===== src/fault_monitor.sv =====
`timescale 1ns/1ps
`default_nettype none

module fault_monitor #(
  parameter int SELF_RESET = 1,
  parameter int PE_NUM_I = 2,
  parameter int PE_NUM_J = 3
) (
  input  logic                         clk,
  input  logic                         INTERNAL_RESET,
  input  logic [PE_NUM_I*PE_NUM_J-1:0] pe_err_unaligned,
  input  logic [PE_NUM_I*PE_NUM_J-1:0] pe_err_kind,
  output logic                         err_unaligned,
  output logic                         err_kind,
  output logic                         core_rst
);

  logic [3:0] rst_pipe;
  logic       rst_src;

  assign err_unaligned = |pe_err_unaligned;
  assign err_kind = |pe_err_kind;

  // Errors restart the core only when self reset is enabled
  assign rst_src = (SELF_RESET != 0) ? (INTERNAL_RESET || err_unaligned || err_kind) :
                   INTERNAL_RESET;

  always_ff @(posedge clk) begin
    rst_pipe <= {rst_pipe[2:0], rst_src};
  end

  // Stretches any source pulse to at least four cycles
  assign core_rst = |rst_pipe;

endmodule

`default_nettype wire


===== config.mk =====
export PLATFORM = sky130hd
export DESIGN_NAME = fault_monitor
export DESIGN_NICKNAME = d
export VERILOG_FILES = /design/src/fault_monitor.sv
export SDC_FILE = /design/constraint.sdc
export NUM_CORES = 1
export LEC_CHECK = 0
export BUFFER_PORTS_ARGS = -buffer_cell sky130_fd_sc_hd__buf_2
export CAP_MARGIN = 20
export CORE_AREA = 10 10 47 49
export DETAILED_ROUTE_END_ITERATION = 6
export DIE_AREA = 0 0 57 59
export PLACE_DENSITY = 0.34
export SLEW_MARGIN = 20
export SYNTH_ARGS = -nofsm -noshare
export SYNTH_HDL_FRONTEND = slang
export SYNTH_SLANG_ARGS = --single-unit

===== constraint.sdc =====
create_clock -name clk -period 1.5 [get_ports clk]
set_input_delay 0.3 -clock clk [delete_from_list [all_inputs] [get_ports clk]]
set_output_delay 0.3 -clock clk [all_outputs]
set_load 0.05 [all_outputs]

==> flow_metrics.tcl <==
set metrics [dict create \
    max_slew_margin_pct 82.9 \
    power.density_nw_per_um2 1000 \
    rsz0062_at_grt "yes" \
    topRoutingLayerUsed "met3" \
    setup_ws_ns -0.00391 \
    drv_slew 0 \
    synth.avg_cell_area_um2 10.1 \
    ys_types 6 \
    grt_usage_pct 3.67 \
    core_area_um2 1400 \
    yosysWarnings 0 \
    via_per_inst 3.47 \
    wl_per_cell_um 10.5 \
    grt_max_degree 3 \
    fillCellCount 168 \
    die_w_um 57 \
    gp_congestion 0.617 \
    syn_inst 12 \
    holdCritPathClass "primary input to register" \
    wirelength_um 493 \
    drive_gt1_share_pct 67.7 \
    vias 163 \
    antenna_found_initial 0 \
    cp_slowest_cell "or4_4" \
    hold_violations 0 \
    setup_viol 1 \
    ir_worst_vdd_v 0.000276 \
    cts_sinks 4 \
    cts_setup_buffers 0 \
    drc_errors 0 \
    grt_pass1_wl_um 897 \
    ys_seq_elements 4 \
    largest_reg_flops 4 \
    portBuffers 16 \
    final_util_pct 18.2 \
    failed_checks "setup timing" \
    fin_crit_ns 1.50 \
    grt_pass1_vias 232 \
    max_stage_delay_ns 0.50 \
    pre_cts_ws_ns 0.188 \
    tritoncts "built" \
    overflow 0 \
    layoutNonFillerInstCount 47 \
    outcome "finished with violations" \
    ys_seq_area_share_pct 66.0 \
    wl_met1_um 221 \
    critical_path.startpoint_type "register" \
    drt-pass1-iter-count 1 \
    worstPathArrival_ns 1.20 \
    cp-end-kind "output port" \
    clk_pin_slew_ns 0.04 \
    crit_family "simple AND/OR/NAND/NOR gates" \
    max_freq_ghz 0.665 \
    die_h_um 59 \
    crit_buf_inv 1 \
    dr_wl_met2_um 162 \
    worstSkewPairLatency_ns 0.23 \
    ios 17 \
    cts_buffers 3 \
    reg.largest.list "rst_pipe (4)" \
    syn_area_um2 121 \
    top_register "rst_pipe" \
    period_share_pct 100 \
    fin_skew_ns 0.000357 \
    htreeDepth 1 \
    worst_pin_slew_ns 0.258 \
    holdWs_ns 0.268 \
    crit_chain "or4_4, buf_6" \
    final_nets 47 \
    required_ns 1.20 \
    antenna_cells 0 \
    start_util_pct 8.66 \
    wl_met3_um 109 \
    syn-num-nets 26 \
    maxCapViolCount 0 \
    cts_root_buffer "clkbuf_4" \
    tns_ns -0.00391 \
    drt_iter0_drc 0 \
    dieArea_um2 3360 \
    critPathMaxFanout 2 \
    clock_path_buffers 2 \
    worstSetupPathType "register to output port" \
    power.leakage_nw 0.115 \
    dp.cells 44 \
    row_count 14 \
    antenna_left 0 \
    syn2layout_area_growth_pct 110 \
]
==> logic make-up (layout without fill, tap and decap cells) <==
logic type             after synthesis  count (layout)  synth area share, %
DFF                                  4               4                 66.0
buffers and inverters                0              19                    0
and+or+nand+nor                      8               8                 34.0
==> final timing paths <==
path / startpoint / endpoint / slack (ns) / cells after the start
worst max register to register: rst_pipe[1] / rst_pipe[2] / 1.08 / 0
worst min register to register: rst_pipe[0] / rst_pipe[1] / 0.35 / 0
worst min-delay path: INTERNAL_RESET / rst_pipe[0] / 0.27 / 2
worst max-delay path: rst_pipe[0] / core_rst / -0.004 / 2
==> cell type report <==
class / count / area (um^2) / share of cell area, %
Multi-Input combinational cell: 8 / 45.0 / 17.6
Clock buffer: 3 / 22.5 / 8.82
Sequential cell: 4 / 81.3 / 31.9
Timing Repair Buffer: 16 / 86.3 / 33.8
Tap cell: 16 / 20.0 / 7.84
==> per-stage QoR <==
step	cell area [um^2]	power (mW)
global placement	221	0.129
floorplan	121	0.113
CTS	255	0.266
detailed placement	221	0.130
global route	255	0.277
finish	255	0.256
==> synth_stat cells <==
library cell	n	area (um^2)
nand2_1	2	7.51
or3_1	1	6.26
nor4_1	2	12.5
nor2_1	2	7.51
dfxtp_1	4	80.1
or4_1	1	7.51
==> power breakdown <==
part           internal [mW]  switching, mW  total (mW)
Clock                 0.0891         0.0387       0.128
Combinational         0.0134        0.00771      0.0211
Sequential             0.107     0.00000752       0.107
==> routing by layer <==
metal	vias to the layer above	GRT usage (%)
li1	82	-
met1	64	2.96
met2	17	4.19
met3	0	5.15
met4	0	3.02
met5	-	0
==> cells in the final DEF, fill, tap and decap left out <==
cell	count
clkbuf_4	3
or4_4	1
nor2_1	2
dfxtp_2	1
buf_2	15
dfxtp_1	3
or3_1	1
nand2_1	2
buf_6	1
nor4_1	2
==> repair_timing <==
item | 4_1_cts | 5_1_grt
gates resized for setup | 4 | 0
hold buffers | 0 | 0
endpoints found under the hold margin | 0 | 0
setup endpoints to repair | 1 | 1
pin swaps | 1 | 0
Note: power is estimated with default switching activity, not from simulation.
