## src/mm_format_pkg.sv

```systemverilog
`default_nettype none

package mm_format_pkg;

  // Left operand, signed Q3.12
  localparam int OP0_WIDTH = 16;
  localparam int OP0_FRAC = 12;

  // Up operand, signed Q3.12
  localparam int OP1_WIDTH = 16;
  localparam int OP1_FRAC = 12;

  // Result, signed Q3.12
  localparam int RSLT_WIDTH = 16;
  localparam int RSLT_FRAC = 12;

  // 32-bit product plus 8 guard bits, exact for up to 256 terms
  localparam int ACC_WIDTH = 40;

  // Alignment from product format to result format
  localparam int RSLT_SHIFT = OP0_FRAC + OP1_FRAC - RSLT_FRAC;

endpackage

`default_nettype wire
```

## src/mm_stream_pkg.sv

```systemverilog
`default_nettype none

package mm_stream_pkg;

  // Tags every word on a lane
  typedef enum logic {
    OPERAND = 1'b0,
    RESULT  = 1'b1
  } word_kind_e;

  typedef enum logic [1:0] {
    COMPUTE = 2'd0,
    FORWARD = 2'd1,
    EMIT    = 2'd2
  } pe_state_e;

  // Vertical lanes carry both up operands and results
  localparam int LANE_WIDTH = (mm_format_pkg::OP1_WIDTH > mm_format_pkg::RSLT_WIDTH) ?
                              mm_format_pkg::OP1_WIDTH : mm_format_pkg::RSLT_WIDTH;

endpackage

`default_nettype wire

```

## src/axis_lane_if.sv

```systemverilog
`timescale 1ns/1ps
`default_nettype none

interface axis_lane_if #(
  parameter int WIDTH = mm_stream_pkg::LANE_WIDTH
);
  import mm_stream_pkg::*;

  logic [WIDTH-1:0] data;
  logic             valid;
  logic             ready;
  logic             last;
  word_kind_e       kind;

  // Producer side
  modport src (output data, output valid, output last, output kind, input ready);

  // Consumer side
  modport dst (input data, input valid, input last, input kind, output ready);

endinterface

`default_nettype wire

```

## src/operand_ingress.sv

```systemverilog
`timescale 1ns/1ps
`default_nettype none

module operand_ingress #(
  parameter int WIDTH = 16
) (
  input  logic             clk,
  input  logic             core_rst,
  input  logic [WIDTH-1:0] in_data,
  input  logic             in_valid,
  input  logic             in_last,
  output logic             in_ready,
  axis_lane_if.src         lane
);
  import mm_stream_pkg::*;

  logic [WIDTH-1:0] out_data;
  logic             out_last;
  logic             out_valid;
  logic [WIDTH-1:0] skid_data;
  logic             skid_last;
  logic             skid_valid;
  logic             accept;
  logic             out_free;
  logic             out_load;
  logic             skid_load;
  logic             out_valid_next;
  logic             skid_valid_next;

  assign accept = in_valid && in_ready;

  // Output stage can take a word when empty or draining this cycle
  assign out_free = !out_valid || lane.ready;

  // A parked word always refills the output before new input
  assign out_load = out_free && (skid_valid || accept);
  assign skid_load = accept && !out_free;

  always_comb begin
    out_valid_next = out_valid;
    skid_valid_next = skid_valid;
    if (out_free) begin
      out_valid_next = skid_valid || accept;
      skid_valid_next = 1'b0;
    end else if (accept) begin
      skid_valid_next = 1'b1;
    end
  end

  // Ready is registered, so it only drops once both entries hold a word
  always_ff @(posedge clk) begin
    if (core_rst) begin
      out_valid <= 1'b0;
      skid_valid <= 1'b0;
      in_ready <= 1'b0;
    end else begin
      out_valid <= out_valid_next;
      skid_valid <= skid_valid_next;
      in_ready <= !skid_valid_next;
    end
  end

  always_ff @(posedge clk) begin
    if (out_load) begin
      out_data <= skid_valid ? skid_data : in_data;
      out_last <= skid_valid ? skid_last : in_last;
    end
    if (skid_load) begin
      skid_data <= in_data;
      skid_last <= in_last;
    end
  end

  assign lane.data = out_data;
  assign lane.valid = out_valid;
  assign lane.last = out_last;
  // Edge streams only ever carry operands
  assign lane.kind = OPERAND;

endmodule

`default_nettype wire

```

## src/flat_wrapper.sv

```systemverilog
// flat-port wrapper written by rule: the top's interface ports become plain ports
module operand_ingress_flat import mm_stream_pkg::*;
#(
  parameter int WIDTH = 16
)
  (clk, core_rst, in_data, in_valid, in_last, in_ready, lane_data, lane_valid, lane_last, lane_kind, lane_ready);
  axis_lane_if #(.WIDTH(WIDTH)) lane_i ();
  input  logic clk;
  input  logic core_rst;
  input  logic [WIDTH-1:0] in_data;
  input  logic in_valid;
  input  logic in_last;
  output logic in_ready;
  output wire logic [$bits(lane_i.data)-1:0] lane_data;
  output wire logic [$bits(lane_i.valid)-1:0] lane_valid;
  output wire logic [$bits(lane_i.last)-1:0] lane_last;
  output wire logic [$bits(lane_i.kind)-1:0] lane_kind;
  input wire logic [$bits(lane_i.ready)-1:0] lane_ready;
  assign lane_data = lane_i.data;
  assign lane_valid = lane_i.valid;
  assign lane_last = lane_i.last;
  assign lane_kind = lane_i.kind;
  assign lane_i.ready = lane_ready;
  operand_ingress #(.WIDTH(WIDTH)) u_core (.clk(clk), .core_rst(core_rst), .in_data(in_data), .in_valid(in_valid), .in_last(in_last), .in_ready(in_ready), .lane(lane_i));
endmodule
```

## config.mk

```make
export PLATFORM = sky130hd
export DESIGN_NAME = operand_ingress_flat
export DESIGN_NICKNAME = d
export VERILOG_FILES = /design/src/mm_format_pkg.sv /design/src/mm_stream_pkg.sv /design/src/axis_lane_if.sv /design/src/operand_ingress.sv /design/src/flat_wrapper.sv
export SDC_FILE = /design/constraint.sdc
export NUM_CORES = 1
export LEC_CHECK = 0
export BUFFER_PORTS_ARGS = -buffer_cell sky130_fd_sc_hd__buf_2
export CORE_MARGIN = 1.5
export CORE_UTILIZATION = 53
export DETAILED_ROUTE_END_ITERATION = 12
export HOLD_SLACK_MARGIN = 0.15
export PLACE_DENSITY = 0.88
export SYNTH_ARGS = -nofsm -noshare
export SYNTH_HDL_FRONTEND = slang
export SYNTH_SLANG_ARGS = --single-unit
```

## constraint.sdc

```tcl
create_clock -name clk -period 4.75 [get_ports clk]
set_input_delay 0.95 -clock clk [delete_from_list [all_inputs] [get_ports clk]]
set_output_delay 0.95 -clock clk [all_outputs]
set_load 0.05 [all_outputs]
```

==> results by group <==
STA
  • Max Fclk: approximately 0.52 GHz
  • Period utilization: 40.2%
  • Final hold vios: 0
  • Max Transition Viols Final: 0
  • Max-slew headroom: 36.2%
  • Final TNS setup: 0 ps
  • Clock skew: ~4.6 ps
  • RSZ-0062 raised after global routing: false
  • Fin crit period: approximately 1900 ps
  • # setup viols final: 0
  • Worst Tran Pin Value: about 960 ps
  • PnR worst setup slack: approximately 2800 ps

Power
  • Lkg Pwr: between 0.6 and 0.7 nW
  • Combinational share of power: just over 10%
  • Flop pwr share: between 50% and 60%
  • Internal: 473 µW
  • PwrDens: roughly 370 mW/mm²
  • Switch share: a little under a quarter
  • Sw Pwr: about 140 µW
  • Peak VDD IR: ~0.26 mV
  • Clk pwr share: between 20 and 30%

Synth
  • Warnings from Yosys: 0
  • Netlist cell types: 15
  • Syn nets: between 80 and 90
  • Count leader, synth: edfxtp_1
  • Synth top area cells: edfxtp_1 (73%), mux2_4 (11%), mux2_2 (5.6%)
  • Synth Register Bits: 37
  • Number of synthesized flops with an enable pin: 34
  • Syn Inst Count: 66
  • Yosys top cell by area: edfxtp_1
  • Commonest cells in the netlist: edfxtp_1 (34), mux2_4 (10), mux2_2 (7)
  • Syn Std Cell Area: 0.00140 mm²
  • Sequential element share of the synthesized area: roughly 77%
  • Ys flop type: edfxtp_1
  • Syn_area_per_cell: about 21 µm²
  • Async SR Flop Fraction: 0%
  • Top cell type's share of synthesized area: 72.9%

Cells and area
  • Multi-input logic area: 280 µm²
  • Filler cell count: around 190
  • Final nets: roughly 130
  • Seq. cell area: between 0.001 and 0.0015 mm²
  • ANT cells: 0
  • Share of cells above drive strength 1: between 50% and 60%
  • Core Util, Final: between 60% and 70%
  • Layout area overhead: 19.4%

Die
  • # IOs: 41
  • Initial Utilization: between 50% and 60%
  • Die Height: around 54 µm
  • Chip width: roughly 54 µm
  • Core Area: between 0.002 and 0.0025 mm²
  • Die area: 0.00296 mm²
  • Rows: 18

Setup path
  • WP data required: 3800 ps
  • CP startpoint kind: register
  • R2R depth: 3
  • Critical Path Fanout Max: 3
  • Arrival time at the worst endpoint: approximately 960 ps
  • Kind of critical path: reg2out
  • Cell Chain, Critical Path: buf_2
  • Slowest-stage cell, CP: dfxtp_1
  • CP top delay family: flip-flops
  • CP Depth: 1
  • Crit. End Element: primary output
  • Critical path's largest stage delay: ~360 ps
  • Buf/Inv on CP: 1

Place
  • Post-DP HPWL: roughly 1.4 mm
  • Routability congestion estimate: about 0.76
  • Number of buffers added on ports: 39
  • Worst slack, placed: around 2500 ps

Drt
  • Antenna-violating nets left: 0
  • Vias/cell: just under 5
  • Drt first pass iters: 4
  • Avg WL per Cell: ~14 µm
  • Total vias in the final route: just under 700
  • Final wirelength: between 2 and 2.5 mm
  • Initial DRC Count: 18
  • DR DRC count: 0

Clock network
  • Post-CTS resize count: 0
  • Post CTS Setup Buffer Count: 0
  • H-Tree Depth: 2
  • CTS Buffer Depth: 2
  • Clock transition at path regs: approximately 100 ps
  • Cts hold-fix bufs: 0
  • # clock sinks: 37
  • Clock root cell: clkbuf_4
  • Skew-Pair Late Insertion Delay: roughly 340 ps
  • CTS tree: yes
  • TritonCTS buffer count: 5

GRT
  • Global Route Usage Sum: between 15 and 20%
  • Vias in the first global route: 620
  • Largest net degree at the start of global routing: 19
  • Initial antenna violation count: 0
  • Overflow after GRT: 0
  • First-pass GRT wire length: ~2.9 mm

Worst hold path
  • Worst hold path type: reg2reg
  • Hold Path Depth: 2

Run
  • Max_cap viols: 0

Outcome
  • Status: complete, no violations
-- layout by cell type, fill, tap and decap left out, drive strengths merged --
| cell type | instances |
|---|---|
| buf | 40 |
| edfxtp | 34 |
| mux2 | 17 |
| clkbuf | 7 |
| dfxtp | 3 |
| a21oi | 2 |
| nor2b | 1 |
| nor2 | 1 |
| and3 | 1 |
| nand2b | 1 |
| nor3 | 1 |
| o21ba | 1 |
| conb | 1 |
| clkinv | 1 |
-- power by group through the flow --
stage               Combinational [mW]  Clock, mW  Sequential (mW)
floorplan                       0.0179          0            0.404
global placement                0.0628          0            0.376
detailed placement              0.0643          0            0.377
CTS                             0.0645      0.190            0.369
global route                    0.0679      0.203            0.370
finish                          0.0637      0.183            0.369
-- final cells by class --
class | count | area share, %
clock buffer | 7 | 3.89
timing repair buffer | 40 | 12.1
tap | 30 | 2.25
multi-input combinational | 26 | 16.8
clock inverter | 1 | 0.299
sequential | 37 | 64.7
-- per-layer routing --
metal	track usage (%)	routed length (µm)
met1	16.6	763
met2	24.3	1110
met3	7.38	102
met4	10.0	30
met5	0	0
-- flip-flops by register name, summed over array words and instances (netlist names) --
register / cells
u_core.in_ready: 1
u_core.lane.last: 1
u_core.skid_valid: 1
u_core.skid_data: 16
u_core.lane.valid: 1
u_core.skid_last: 1
u_core.lane.data: 16
-- cells by family (layout without fill, tap and decap cells) --
kind of cell / count (synthesis) / count (layout) / share of synthesized area, %
buffers and inverters: 3 / 48 / 2.77
other: 1 / 1 / 0.268
DFF: 37 / 37 / 77.2
muxes: 17 / 17 / 16.4
and+or+nand+nor: 5 / 5 / 1.97
AOI/OAI and AO/OA: 3 / 3 / 1.43
-- path summary, 6_finish.rpt --
check	from	slack, ps	end
hold / removal	u_core.lane.valid	540	u_core.skid_valid
setup / recovery	u_core.in_ready	2840	in_ready
hold reg to reg	u_core.lane.valid	540	u_core.skid_valid
setup reg to reg	u_core.skid_valid	2870	u_core.lane.data[8]
-- per-stage QoR --
step                      std cells  hold WS (ps)  power, mW  area, µm²
after floorplan                  66           523      0.422       1400
final                           141           537      0.616       1670
after CTS                       141           541      0.623       1670
after detailed placement        133           525      0.441       1600
after global placement          133           501      0.439       1600
after global routing            141           562      0.641       1670
Note: power is estimated with default switching activity, not from simulation.
